<file path="config.mk">
export PLATFORM = sky130hd
export DESIGN_NAME = rs_operand_capture
export DESIGN_NICKNAME = d
export VERILOG_FILES = /design/src/rs_pkg.sv /design/src/rs_operand_capture.sv
export SDC_FILE = /design/constraint.sdc
export NUM_CORES = 1
export LEC_CHECK = 0
export ABC_CLOCK_PERIOD_IN_PS = 2100
export BUFFER_PORTS_ARGS = -buffer_cell sky130_fd_sc_hd__buf_2
export CORE_MARGIN = 5
export CORE_UTILIZATION = 28
export DETAILED_ROUTE_END_ITERATION = 10
export PLACE_DENSITY = 0.85
export SLEW_MARGIN = 5
export SYNTH_ARGS = -nofsm -noshare
export SYNTH_HDL_FRONTEND = slang
export SYNTH_SLANG_ARGS = --single-unit
export TNS_END_PERCENT = 50
</file>
<file path="constraint.sdc">
create_clock -name vclk -period 2.1
set_input_delay 0.315 -clock vclk [all_inputs]
set_output_delay 0.315 -clock vclk [all_outputs]
set_load 0.02 [all_outputs]
</file>
<file path="src/rs_pkg.sv">
// shared widths and types; way_idx_bits must cover ways, and operand tags sit in the low word bits
package rs_pkg;

    // machine shape
    localparam int ways         = 2;
    localparam int rs_entries   = 8;

    // field widths
    localparam int xlen         = 32;
    localparam int tag_bits     = 6;
    localparam int rob_bits     = 5;
    localparam int way_idx_bits = 1;

    typedef logic [xlen-1:0]         word_t;
    typedef logic [tag_bits-1:0]     tag_t;
    typedef logic [rob_bits-1:0]     rob_idx_t;
    typedef logic [way_idx_bits-1:0] way_idx_t;

    // free count spans 0 to rs_entries inclusive
    typedef logic [$clog2(rs_entries + 1)-1:0] count_t;

    typedef logic [ways-1:0]       way_mask_t;
    typedef logic [rs_entries-1:0] entry_mask_t;

    typedef enum logic [3:0] {
        alu_add = 4'd0,
        alu_sub = 4'd1,
        alu_and = 4'd2,
        alu_or  = 4'd3,
        alu_xor = 4'd4,
        alu_sll = 4'd5,
        alu_srl = 4'd6,
        alu_slt = 4'd7
    } alu_op_t;

endpackage

</file>
<file path="src/rs_operand_capture.sv">
// operand wakeup from the CDB; a waiting operand keeps its tag in the low tag_bits of the word
`timescale 1ns/1ps

module rs_operand_capture (
    input  rs_pkg::word_t                    value,
    input  logic                             value_ready,
    input  rs_pkg::way_mask_t                cdb_valid,
    input  rs_pkg::tag_t  [rs_pkg::ways-1:0] cdb_tag,
    input  rs_pkg::word_t [rs_pkg::ways-1:0] cdb_data,
    output rs_pkg::word_t                    captured,
    output logic                             captured_ready
);

    rs_pkg::tag_t wait_tag;

    assign wait_tag = value[rs_pkg::tag_bits-1:0];

    always_comb begin
        captured       = value;
        captured_ready = value_ready;
        // only a missing operand listens to the bus
        if (!value_ready) begin
            for (int i = 0; i < rs_pkg::ways; i++) begin
                if (cdb_valid[i] && (cdb_tag[i] == wait_tag)) begin
                    captured       = cdb_data[i];
                    captured_ready = 1'b1;
                end
            end
        end
    end

endmodule

</file>
==> metrics list <==
- Summed over all nets, the switching power comes to between 150 and 200 µW.
- The final route contains roughly 1500 vias.
- The initial utilization of the core area, before any placement, comes to 29.1%.
- Final design utilization: 73.7%
- From synthesis to final layout, the design area changed by 153%.
* Remaining global-route overflow: 0
- Max Cap Violations: 0
* Share of post-route cells with drive strength above 1: 70.6%
* Average via count per standard cell: approximately 5.3
* Critical path data required time: 1.78 ns
- Achievable Freq: 466 MHz
* Largest net degree at the start of global routing: 21
- Worst slew pin tran: 0.301 ns
- The number of placed instances, taps included, is 276.
- At the end of routability-driven placement, the weighted congestion stood at 0.739.
- The library cell used most frequently in the layout, excluding fill and tap cells, is sky130_fd_sc_hd__buf_2.
* Initial antenna violation count: 0
- Min Hold Slack: 0.957 ns
- Worst slew margin relative to its limit: between 70% and 80%
- Placed instance area: 1570 µm²
* Mapped cell area: 796 µm²
- The floorplan step defined a die boundary enclosing approximately 4000 µm².
- Distinct cell type count of the synthesized netlist: 21
- The clock network accounts for 0% of the total power.
* Sequential area share after synthesis: 0%
* Synthesized netlist net count: between 200 and 250
- Core area: 2730 µm²
- Number of DRC violations after detailed-routing iteration 0: between 60 and 70
- Final setup vio count: 10
* Outcome: finished with violations
* Drc violations: 0
* Internal power: 221 µW
- Summed over all failing endpoints, the final setup total negative slack is -0.146 ns.
- DIE HEIGHT: 63.3 µm
* Post-synthesis instance total: 102
- Layout clock buffers: 0
- Fin nets: ~370
* Final wirelength: 4890 µm
* Power per unit of standard cell area: 187 nW/µm²
* Row count: 19
- Across all setup checks in the final design, the least slack found is -0.0457 ns.
* Hold crit path type: input port to output port
- Finished layout cell area: 2010 µm²
- Tcrit/Tclk final: 102%
* Most frequent cells in the layout: sky130_fd_sc_hd__buf_2 (102), sky130_fd_sc_hd__buf_6 (41), sky130_fd_sc_hd__a221o_1 (32)
- N_diodes: 0
* Sort of element at the end of the critical path: output port
- Final Hold Fails: 0
- The pre-antenna-repair detailed-routing pass consisted of 4 iterations.
- Share of power burned in combinational logic: 100.0%
- Crit path launch type: input port
- Excluding fillers, the count of instances in the completed layout stands at 283.
- Area of all sequential standard cells: 0 µm²
- Sequential cells burn 0% of the power.
* Leakage: 1.13 nW
- STA puts the critical path data arrival time at 1.83 ns.
- I/O pin count: 144
- Clock period minus final worst setup slack: 2.15 ns
- Worst slack, placed: -0.162 ns
- The number of global-route vias before repair came to around 1500.
- Antenna-violating nets left: 0
- Horizontal die dimension: 63.3 µm
- IR analysis of the VDD net gives a maximum drop of roughly 0.17 mV.
- For this run, the number of Yosys warnings is 0.
* Category of the critical setup timing path: input port to output port
* GRT Total Usage: 18.2%
- In this run the worst path has a maximum fanout of 19.
- Detailed-placement wirelength estimate: 3500 µm
* Total power draw: about 380 µW
- The final layout contains a sequential cell count of 0.
- Routed WL per cell: 17.3 µm
- In this run the tool buffered the top-level ports with around 140 buffer cells.
- Violations in the final reports: setup timing
- Switching share of power: 41.2%
* Pins Over Slew Limit: 0
- RSZ-0062 raised after global routing: true
* Synthesized area per cell: 7.80 µm²
- The first global-routing pass estimated 6330 µm of wire.
[cells in the mapped netlist (2+ instances only)]
cell type	number	area [µm²]
sky130_fd_sc_hd__a221o_1	32	320
sky130_fd_sc_hd__clkbuf_1	4	15.0
sky130_fd_sc_hd__and2_1	13	81.3
sky130_fd_sc_hd__buf_6	3	33.8
sky130_fd_sc_hd__buf_2	3	15.0
sky130_fd_sc_hd__and3_1	19	119
sky130_fd_sc_hd__xnor2_1	11	96.3
sky130_fd_sc_hd__nand4_1	3	18.8
sky130_fd_sc_hd__nor2_1	2	7.51
[worst paths after layout]
| path | startpoint | to | slack [ns] | cells past startpoint |
|---|---|---|---|---|
| worst max-delay path | value[3] | captured[0] | -0.05 | 8 |
| worst min-delay path | value[28] | captured[28] | 0.96 | 3 |
[area by class of cell]
type | instances | area (µm²)
fillers | 199 | 719
inverters | 1 | 3.75
multi-input cells | 91 | 827
well taps | 31 | 38.8
repair buffers | 160 | 1140
[routing by layer]
metal | vias up | part of all wire (%) | GRT usage, %
met2 | 97 | 54 | 37.8
li1 | 730 | - | -
met3 | 2 | 12 | 5.51
met4 | 0 | 0.43 | 0
met5 | - | 0 | 0
met1 | 678 | 34 | 18.5
[cells by family after synthesis]
| kind of cell | Yosys count | share of synthesized area, % |
|---|---|---|
| compound gates | 35 | 42.8 |
| xor+xnor | 12 | 13.2 |
| buf+inv | 12 | 9.43 |
| simple gates | 43 | 34.6 |
[power by group through the flow]
stage | Combinational [mW] | Sequential, mW | Clock [mW]
final | 0.376 | 0 | 0
after global routing | 0.398 | 0 | 0
after CTS | 0.295 | 0 | 0
after detailed placement | 0.284 | 0 | 0
after global placement | 0.279 | 0 | 0
after floorplan | 0.129 | 0 | 0
[critical path, cell delays in order]
cell and delay [ns]:
sky130_fd_sc_hd__buf_6 0.10, sky130_fd_sc_hd__xnor2_1 0.21, sky130_fd_sc_hd__nand4_1 0.13, sky130_fd_sc_hd__or2_4 0.30
sky130_fd_sc_hd__buf_12 0.15, sky130_fd_sc_hd__and3_1 0.16, sky130_fd_sc_hd__a221o_1 0.30, sky130_fd_sc_hd__buf_6 0.15
[timing repair]
action	in CTS	in global routing
gates cloned	1	3
setup endpoints to repair	23	32
resized for setup	10	92
setup buffers	1	2
hold buffers	0	0
pin swaps	5	8
No activity file was read; power rests on OpenSTA's default activity.
