===== src/rs_pkg.sv =====
// shared widths and types; way_idx_bits must cover ways, and operand tags sit in the low word bits
package rs_pkg;

    // machine shape
    localparam int ways         = 2;
    localparam int rs_entries   = 8;

    // field widths
    localparam int xlen         = 32;
    localparam int tag_bits     = 6;
    localparam int rob_bits     = 5;
    localparam int way_idx_bits = 1;

    typedef logic [xlen-1:0]         word_t;
    typedef logic [tag_bits-1:0]     tag_t;
    typedef logic [rob_bits-1:0]     rob_idx_t;
    typedef logic [way_idx_bits-1:0] way_idx_t;

    // free count spans 0 to rs_entries inclusive
    typedef logic [$clog2(rs_entries + 1)-1:0] count_t;

    typedef logic [ways-1:0]       way_mask_t;
    typedef logic [rs_entries-1:0] entry_mask_t;

    typedef enum logic [3:0] {
        alu_add = 4'd0,
        alu_sub = 4'd1,
        alu_and = 4'd2,
        alu_or  = 4'd3,
        alu_xor = 4'd4,
        alu_sll = 4'd5,
        alu_srl = 4'd6,
        alu_slt = 4'd7
    } alu_op_t;

endpackage


===== src/rs_issue_select.sv =====
// issue picker; entries go out in index order, each on a free port above the last one taken
`timescale 1ns/1ps

module rs_issue_select (
    input  rs_pkg::entry_mask_t                       ready,
    input  rs_pkg::way_mask_t                         alu_occupied,
    input  rs_pkg::word_t    [rs_pkg::rs_entries-1:0] opa,
    input  rs_pkg::word_t    [rs_pkg::rs_entries-1:0] opb,
    input  rs_pkg::tag_t     [rs_pkg::rs_entries-1:0] dest_tag,
    input  rs_pkg::rob_idx_t [rs_pkg::rs_entries-1:0] rob_idx,
    input  rs_pkg::alu_op_t  [rs_pkg::rs_entries-1:0] alu_op,
    output rs_pkg::entry_mask_t                       release_entry,
    output rs_pkg::count_t                            issue_count,
    output rs_pkg::way_mask_t                         issue_valid,
    output rs_pkg::word_t    [rs_pkg::ways-1:0]       issue_opa,
    output rs_pkg::word_t    [rs_pkg::ways-1:0]       issue_opb,
    output rs_pkg::tag_t     [rs_pkg::ways-1:0]       issue_dest_tag,
    output rs_pkg::rob_idx_t [rs_pkg::ways-1:0]       issue_rob_idx,
    output rs_pkg::alu_op_t  [rs_pkg::ways-1:0]       issue_alu_op
);

    always_comb begin
        int   next_port;
        logic placed;
        next_port      = 0;
        release_entry  = '0;
        issue_count    = '0;
        issue_valid    = '0;
        issue_opa      = '0;
        issue_opb      = '0;
        issue_dest_tag = '0;
        issue_rob_idx  = '0;
        for (int p = 0; p < rs_pkg::ways; p++) begin
            issue_alu_op[p] = rs_pkg::alu_add;
        end

        for (int e = 0; e < rs_pkg::rs_entries; e++) begin
            placed = 1'b0;
            if (ready[e]) begin
                // lowest unoccupied port past the previous pick
                for (int p = 0; p < rs_pkg::ways; p++) begin
                    if (!placed && (p >= next_port) && !alu_occupied[p]) begin
                        issue_valid[p]    = 1'b1;
                        issue_opa[p]      = opa[e];
                        issue_opb[p]      = opb[e];
                        issue_dest_tag[p] = dest_tag[e];
                        issue_rob_idx[p]  = rob_idx[e];
                        issue_alu_op[p]   = alu_op[e];
                        release_entry[e]  = 1'b1;
                        next_port         = p + 1;
                        placed            = 1'b1;
                    end
                end
            end
            // unplaced entries simply wait
            if (placed) begin
                issue_count = issue_count + rs_pkg::count_t'(1);
            end
        end
    end

endmodule


===== config.mk =====
export PLATFORM = sky130hd
export DESIGN_NAME = rs_issue_select
export DESIGN_NICKNAME = d
export VERILOG_FILES = /design/src/rs_pkg.sv /design/src/rs_issue_select.sv
export SDC_FILE = /design/constraint.sdc
export NUM_CORES = 1
export LEC_CHECK = 0
export BUFFER_PORTS_ARGS = -buffer_cell sky130_fd_sc_hd__buf_2
export CAP_MARGIN = 20
export CORE_AREA = 2 2 314 316
export DETAILED_ROUTE_END_ITERATION = 12
export DIE_AREA = 0 0 316 318
export PLACE_DENSITY = 0.4
export SLEW_MARGIN = 0
export SYNTH_ARGS = -nofsm -noshare
export SYNTH_HDL_FRONTEND = slang
export SYNTH_SLANG_ARGS = --single-unit

===== constraint.sdc =====
create_clock -name vclk -period 12.05
set_input_delay 3.0125 -clock vclk [all_inputs]
set_output_delay 3.0125 -clock vclk [all_outputs]
set_load 0.03 [all_outputs]

==> impl_metrics.toml <==
[cells_and_area]
final_util = 0.162
nFlopsAndLatches = 0
area_delta_synth_final_pct = 51.6
design_area_um2 = 15700
drive_gt1_frac = 0.358
final-seq-area_um2 = 0
clock_buffers = 0
fin_nets = 3148
instances_no_fill = 3797

[grt]
grt_pass1_vias = 16900
grt_overflow = 0
grt_use_total = 0.162
grt_pass1_wl_mm = 121
antenna_found_initial = 21
grt_max_degree = 102

[power]
ir_drop_v = 0.0000295
power.leakage_uw = 0.00733
power_density_nw_per_um2 = 57.0

[setup_path]
endpoint_kind = "output port"
worst_ep_arrival_time_ps = 7840
crit_type = "in2out"
crit_fanout = 29
required_ps = 9040
worstSetupStartpointType = "input port"
critPathLaunch = "alu_occupied[0]"

[drt]
post_drt_via_cell_ratio = 4.75
totalWireLength_mm = 88.3
drt-initial-drc-count = 1491
ant_nets = 0
first_pass_iters = 6
drc_errors = 0
via_count = 18000
wl_per_cell_um = 23.3

[sta]
final.period_utilization = 0.900
finalMaxSlewViolations = 0
fin_setup_tns_ps = 0
finalSetupViolCount = 0
max_clock_freq_mhz = 92.2
slew_headroom = 0.299
worst_pin_slew_ps = 1050
rsz0062_at_grt = "no"
hold_violations = 0
min_period_ps = 10850

[yosys]
synth_nets = 2512
synth_top_area_cell = "nand2_1"
synth_area_leaders = "nand2_1 (12%), a21oi_1 (12%), nor2_1 (9.1%)"
postSynthAreaPerCell_um2 = 5.57
synth_common_cells = "nand2_1 (327), nor2_1 (252), a21oi_1 (239)"
yosysWarningCount = 0
synth_top_area_share = 0.118
netlist_area_um2 = 10400
ys_types = 66
synth-seq-area-share = 0
synth_most_common_cell = "nand2_1"
synthCells = 1863

[placed_design]
placed_cells = 3784
port_buffers = 814
dp_hpwl_mm = 69.3
dpl-instance-area_um2 = 15700
gp_congestion = 0.917

[hold_path]
min_path_type = "in2out"
hold_depth = 4
min-delay-start = "opb[211]"
holdPathEnd = "issue_opb[19]"

[floorplanning]
dieArea_um2 = 100000
start_util = 0.107
core_area_um2 = 97400
rows = 115
die-height_um = 318
die_x_um = 316
ios = 814

[clock_tree]
post_cts_buffers = 0
post_cts_resized = 0
hold_buffers = 0

[outcome]
outcome = "complete, no violations"

[job]
drv_cap = 0
-- cell families (layout without fill, tap and decap cells) --
kind of cell | after synthesis | count (layout) | synth area share
buffers and inverters | 236 | 870 | 0.0943
muxes | 84 | 84 | 0.0818
adders and majority gates | 10 | 10 | 0.0116
xor gates and xnor gates | 16 | 16 | 0.0155
other | 0 | 13 | 0
and+or+nand+nor | 691 | 691 | 0.270
AOI/OAI and AO/OA | 826 | 826 | 0.526
-- how the worst max path moves through the flow --
stage          cells after the start             end
2_1_floorplan                     21  issue_count[3]
3_3_place_gp                      19  issue_count[1]
3_5_place_dp                      19  issue_count[1]
4_1_cts                           19  issue_count[1]
5_1_grt                           19  issue_count[1]
6_report                          19  issue_count[1]
-- layout by cell type, fill, tap and decap left out, drive strengths merged, types with 2 or more instances in the layout --
cell type  netlist  layout
o32ai           79      79
or2              2       2
xnor2            8       8
nand2b           3       3
o211a            2       2
o311a            2       2
diode            0      13
a221oi          80      80
nor3             3       3
nor2           252     252
ha               7       7
and3             3       3
mux2i           80      80
o211ai           2       2
xor2             7       7
nor4b            3       3
a21oi          241     241
a2111oi          2       2
nand2          327     327
a31oi           80      80
nor2b            2       2
inv             13      13
a22oi           79      79
nand3           88      88
buf             51     857
and2             2       2
a32oi           79      79
o21ai          164     164
o311ai           3       3
a21o             3       3
maj3             3       3
mux2             4       4
-- metrics by stage --
stage | power (uW) | setup slack, ps | hold slack, ps
4_1_cts | 898 | 1210 | 6410
5_1_grt | 960 | 973 | 6430
3_3_place_gp | 897 | 1200 | 6410
3_5_place_dp | 895 | 1220 | 6410
2_1_floorplan | 517 | 1200 | 6220
6_report | 898 | 1200 | 6410
-- per-layer routing --
layer	GRT usage	routed length (um)	vias up	part of all wire
met3	0.0314	6970	103	0.079
met2	0.281	42700	965	0.48
met4	0.0321	1910	18	0.022
met1	0.205	36600	8567	0.41
met5	0	106	-	0.0012
li1	-	-	8365	-
-- cell type report --
| class | count | area (um^2) |
|---|---|---|
| Multi-Input combinational cell | 1627 | 9540 |
| Fill cell | 11500 | 81700 |
| Inverter | 13 | 51.3 |
| Antenna cell | 13 | 32.5 |
| Tap cell | 1287 | 1610 |
| Timing Repair Buffer | 857 | 4510 |
-- where the power goes --
part	leakage (uW)	internal, uW	switching (uW)	total (uW)
registers	0	0	0	0
logic	0.00733	299	599	898
clock network	0.0000000824	0.000145	0	0.000145
-- worst max-delay path, stage by stage --
cell	delay (ps)
buf_2	390
inv_4	280
o21ai_0	350
inv_1	90
ha_1	220
or2_2	300
o32a_1	200
ha_1	290
mux2_2	300
ha_1	310
mux2_2	290
ha_1	290
nand2_1	80
nand2_1	80
ha_1	320
mux2_4	270
ha_1	280
mux2_2	290
buf_2	180
(Power assumes the default switching activity.)
