`src/rs_pkg.sv`:
```
// shared widths and types; way_idx_bits must cover ways, and operand tags sit in the low word bits
package rs_pkg;

    // machine shape
    localparam int ways         = 2;
    localparam int rs_entries   = 8;

    // field widths
    localparam int xlen         = 32;
    localparam int tag_bits     = 6;
    localparam int rob_bits     = 5;
    localparam int way_idx_bits = 1;

    typedef logic [xlen-1:0]         word_t;
    typedef logic [tag_bits-1:0]     tag_t;
    typedef logic [rob_bits-1:0]     rob_idx_t;
    typedef logic [way_idx_bits-1:0] way_idx_t;

    // free count spans 0 to rs_entries inclusive
    typedef logic [$clog2(rs_entries + 1)-1:0] count_t;

    typedef logic [ways-1:0]       way_mask_t;
    typedef logic [rs_entries-1:0] entry_mask_t;

    typedef enum logic [3:0] {
        alu_add = 4'd0,
        alu_sub = 4'd1,
        alu_and = 4'd2,
        alu_or  = 4'd3,
        alu_xor = 4'd4,
        alu_sll = 4'd5,
        alu_srl = 4'd6,
        alu_slt = 4'd7
    } alu_op_t;

endpackage

```
`src/rs_entry.sv`:
```
// one station slot; load wins over release, so a slot can be freed and refilled at one edge
`timescale 1ns/1ps

module rs_entry (
    input  logic                                clock,
    input  logic                                reset,
    input  logic                                load,
    input  logic                                release_entry,
    input  rs_pkg::way_idx_t                    way_sel,
    input  rs_pkg::word_t    [rs_pkg::ways-1:0] disp_opa,
    input  rs_pkg::way_mask_t                   disp_opa_ready,
    input  rs_pkg::word_t    [rs_pkg::ways-1:0] disp_opb,
    input  rs_pkg::way_mask_t                   disp_opb_ready,
    input  rs_pkg::tag_t     [rs_pkg::ways-1:0] disp_dest_tag,
    input  rs_pkg::rob_idx_t [rs_pkg::ways-1:0] disp_rob_idx,
    input  rs_pkg::alu_op_t  [rs_pkg::ways-1:0] disp_alu_op,
    input  rs_pkg::way_mask_t                   cdb_valid,
    input  rs_pkg::tag_t     [rs_pkg::ways-1:0] cdb_tag,
    input  rs_pkg::word_t    [rs_pkg::ways-1:0] cdb_data,
    output logic                                busy,
    output logic                                ready,
    output rs_pkg::word_t                       opa,
    output rs_pkg::word_t                       opb,
    output rs_pkg::tag_t                        dest_tag,
    output rs_pkg::rob_idx_t                    rob_idx,
    output rs_pkg::alu_op_t                     alu_op
);

    logic          opa_ready;
    logic          opb_ready;
    rs_pkg::word_t opa_next;
    rs_pkg::word_t opb_next;
    logic          opa_ready_next;
    logic          opb_ready_next;

    // wakeup of the stored operands
    rs_operand_capture capture_a (
        .value          (opa),
        .value_ready    (opa_ready),
        .cdb_valid      (cdb_valid),
        .cdb_tag        (cdb_tag),
        .cdb_data       (cdb_data),
        .captured       (opa_next),
        .captured_ready (opa_ready_next)
    );

    rs_operand_capture capture_b (
        .value          (opb),
        .value_ready    (opb_ready),
        .cdb_valid      (cdb_valid),
        .cdb_tag        (cdb_tag),
        .cdb_data       (cdb_data),
        .captured       (opb_next),
        .captured_ready (opb_ready_next)
    );

    assign ready = busy && opa_ready && opb_ready;

    always_ff @(posedge clock) begin
        if (reset) begin
            busy      <= 1'b0;
            opa_ready <= 1'b0;
            opb_ready <= 1'b0;
        end else if (load) begin
            busy      <= 1'b1;
            opa_ready <= disp_opa_ready[way_sel];
            opb_ready <= disp_opb_ready[way_sel];
        end else if (release_entry) begin
            busy      <= 1'b0;
            opa_ready <= 1'b0;
            opb_ready <= 1'b0;
        end else if (busy) begin
            opa_ready <= opa_ready_next;
            opb_ready <= opb_ready_next;
        end
    end

    // instruction fields
    always_ff @(posedge clock) begin
        if (load) begin
            opa      <= disp_opa[way_sel];
            opb      <= disp_opb[way_sel];
            dest_tag <= disp_dest_tag[way_sel];
            rob_idx  <= disp_rob_idx[way_sel];
            alu_op   <= disp_alu_op[way_sel];
        end else if (busy) begin
            opa <= opa_next;
            opb <= opb_next;
        end
    end

endmodule

```
`src/rs_operand_capture.sv`:
```
// operand wakeup from the CDB; a waiting operand keeps its tag in the low tag_bits of the word
`timescale 1ns/1ps

module rs_operand_capture (
    input  rs_pkg::word_t                    value,
    input  logic                             value_ready,
    input  rs_pkg::way_mask_t                cdb_valid,
    input  rs_pkg::tag_t  [rs_pkg::ways-1:0] cdb_tag,
    input  rs_pkg::word_t [rs_pkg::ways-1:0] cdb_data,
    output rs_pkg::word_t                    captured,
    output logic                             captured_ready
);

    rs_pkg::tag_t wait_tag;

    assign wait_tag = value[rs_pkg::tag_bits-1:0];

    always_comb begin
        captured       = value;
        captured_ready = value_ready;
        // only a missing operand listens to the bus
        if (!value_ready) begin
            for (int i = 0; i < rs_pkg::ways; i++) begin
                if (cdb_valid[i] && (cdb_tag[i] == wait_tag)) begin
                    captured       = cdb_data[i];
                    captured_ready = 1'b1;
                end
            end
        end
    end

endmodule

```
`config.mk`:
```
export PLATFORM = sky130hd
export DESIGN_NAME = rs_entry
export DESIGN_NICKNAME = d
export VERILOG_FILES = /design/src/rs_pkg.sv /design/src/rs_entry.sv /design/src/rs_operand_capture.sv
export SDC_FILE = /design/constraint.sdc
export NUM_CORES = 1
export LEC_CHECK = 0
export BUFFER_PORTS_ARGS = -buffer_cell sky130_fd_sc_hd__buf_4
export CORE_AREA = 2 2 125 127
export DETAILED_ROUTE_END_ITERATION = 12
export DIE_AREA = 0 0 127 129
export GPL_ROUTABILITY_DRIVEN = 0
export PLACE_DENSITY = 0.81
export SLEW_MARGIN = 40
export SYNTH_ARGS = -nofsm -noshare
export SYNTH_HDL_FRONTEND = slang
export SYNTH_SLANG_ARGS = --single-unit
```
`constraint.sdc`:
```
create_clock -name clock -period 3.8 [get_ports clock]
set_clock_uncertainty 0.05 [all_clocks]
set_input_delay 0.95 -clock clock [delete_from_list [all_inputs] [get_ports clock]]
set_output_delay 0.95 -clock clock [all_outputs]
set_load 0.03 [all_outputs]
```
==> results_dict.tcl <==
set metrics [dict create \
    status "complete, no violations" \
    synth_top_area_cell "edfxtp_1" \
    dieArea_mm2 0.01638 \
    ys.flop_type "edfxtp_1" \
    synthesis.area_mm2 0.005094 \
    max_stage_delay_ns 0.57 \
    io-pin-count 326 \
    clock-root-buffer "clkbuf_16" \
    fmax_mhz 377.7 \
    regArea_mm2 0.002432 \
    hp-class "register to register" \
    finalSetupViolCount 0 \
    diodes 0 \
    ant_nets 0 \
    arrival_ns 2.63 \
    die_w_um 127 \
    cts-htree-levels 3 \
    postSynthAreaPerCell_um2 13.77 \
    wl_um 16310 \
    nFillCells 1300 \
    crit_fanout 17 \
    drc 0 \
    cts_setup_buffers 0 \
    fin_nets 935 \
    core_mm2 0.01498 \
    critical_path_class "primary input to register" \
    path_clk_slew_ns 0.06 \
    worstSetupStartpoint "cdb_tag[4]" \
    layout_min_cycle_time_ns 2.647 \
    cp_top_family "compound AO/OA/AOI/OAI gates" \
    vias_per_cell 4.922 \
    start_util_pct 34.01 \
    postSynth.asyncResetShare_pct 0 \
    cpMaxStageDelayCell "o21bai_4" \
    netlist_instances 370 \
    dieHeight_um 129 \
    synth_nets 615 \
    numPortBuffers 325 \
    clock_path_buffers 2 \
    drt_pass1_iterations 4 \
    timing.rr.start "opa[4]" \
    num_rows 45 \
    gr-total-overflow 0 \
    ctsResizeCount 0 \
    area_growth_pct 58.36 \
    cts_made_buffers 9 \
    synth.most_common_cell "mux2i_1" \
    start_kind "primary input" \
    power_density_mw_per_mm2 343.4 \
    clock_latency_ns 0.33 \
    end_kind "register" \
    hpwl_um 12830 \
    first_iter_violations 169 \
    ir_drop_v 0.0001803 \
    tightest_slew_ns 0.6856 \
    power_w 0.002770 \
    clock_sinks 82 \
    cts_tree "yes" \
    synth-edff-count 79 \
    instances_no_fill 883 \
    synth_top_area_share_pct 46.57 \
    min_from "opa_ready" \
    hold_violations 0 \
    vias 4346 \
    synthTopCellsByCount "mux2i_1, edfxtp_1, mux2_2" \
    worst_hold_slack_ns 0.5249 \
    ys_warn_count 0 \
    max-cap-violations 0 \
    grt_pass1_vias 4613 \
    grt_usage_pct 18.76 \
    yosysUniqueCellTypes 21 \
    crit_chain "buf_4, xnor2_1, nand4_1, nor4_1, nor2_1, o21bai_4, buf_12" \
    cp.required_ns 3.79 \
    yosysSeqAreaShare_pct 47.75 \
    final_max_slew_viol_count 0 \
    layout_worst_path_cycle_share_pct 69.67 \
    yosys_register_bits 82 \
    fin_setup_tns_ns 0 \
    grt_first_pass_wirelength_um 23490 \
    cts_hold_buffers 0 \
    rsz0062_at_grt "false" \
    drive_gt1_share_pct 52.81 \
    synth.area.top_cells "edfxtp_1, mux2i_1, mux2_2" \
    crit_buf_inv 2 \
    leakage_nw 3.631 \
    antenna_found_initial 0 \
    max-slew-margin-rel_pct 54.29 \
    wire_per_inst_um 18.47 \
    multiInputGateArea_mm2 0.002541 \
    dp.cells 867 \
    grt_start_max_net_pins 55 \
]
-- logic make-up after synthesis --
group | Yosys count | synth area share (%)
muxes | 209 | 41.49
AOI/OAI and AO/OA | 9 | 0.9824
xor gates and xnor gates | 24 | 4.127
and+or+nand+nor | 22 | 2.849
buffers and inverters | 24 | 2.800
DFF | 82 | 47.75
-- final cells by class --
class,instances,share of cell area (%)
Sequential cell,82,30.15
Clock buffer,11,2.885
Multi-Input combinational cell,264,31.50
Tap cell,188,2.916
Inverter,1,0.04653
Timing Repair Buffer,332,31.52
Clock inverter,5,0.9772
-- layout by cell type (no fill, tap or decap), drive strengths merged --
cell and instances:
nand4 4, xnor2 12, nand2 4, buf 332, clkinv 3, bufinv 2
nor4 6, and3 1, xor2 12, inv 1, nand2b 2, o21ai 2
o21bai 2, nor2 5, a21oi 5, mux2i 192, clkbuf 11, dfxtp 3
mux2 17, edfxtp 79
-- metal layers --
metal  vias up  global-route usage (%)  routed length (um)
met2       200                   36.37                8965
li1       2063                       -                   -
met4         0                   6.399                 248
met1      2063                   19.19                5796
met3        20                   5.530                1295
met5         -                       0                   0
-- power breakdown --
group,internal (W),switching [W],total (W),leakage [nW]
registers,0.00108,0.0000347,0.00112,0.798
clock network,0.000575,0.000352,0.000927,0.153
logic,0.000368,0.000359,0.000726,2.68
-- per-stage QoR --
stage               utilization (%)  cell area (um^2)  setup WS [ns]
finish                        53.86              8066          1.153
global route                  53.86              8066          1.032
CTS                           53.86              8066          1.143
detailed placement            51.78              7755         0.7764
floorplan                         -              5101         0.5164
global placement              51.78              7755         0.8610
-- sequential cells by signal, indices dropped and copies added (netlist names) --
register and cells:
opa 32, opb_ready 1, dest_tag 6, opa_ready 1, alu_op 4, rob_idx 5
busy 1, opb 32
-- worst min-delay path, cell delays in order (launching register included) --
cell     delay (ns)
dfxtp_1        0.33
a21oi_1        0.13
a21oi_1        0.08
-- final timing paths --
check	cells after the start	endpoint	slack, ns
setup / recovery	7	opa[27]	1.15
hold reg to reg	2	opa_ready	0.52
hold / removal	2	opa_ready	0.52
setup reg to reg	6	opa[27]	1.36
(Power assumes the default switching activity.)
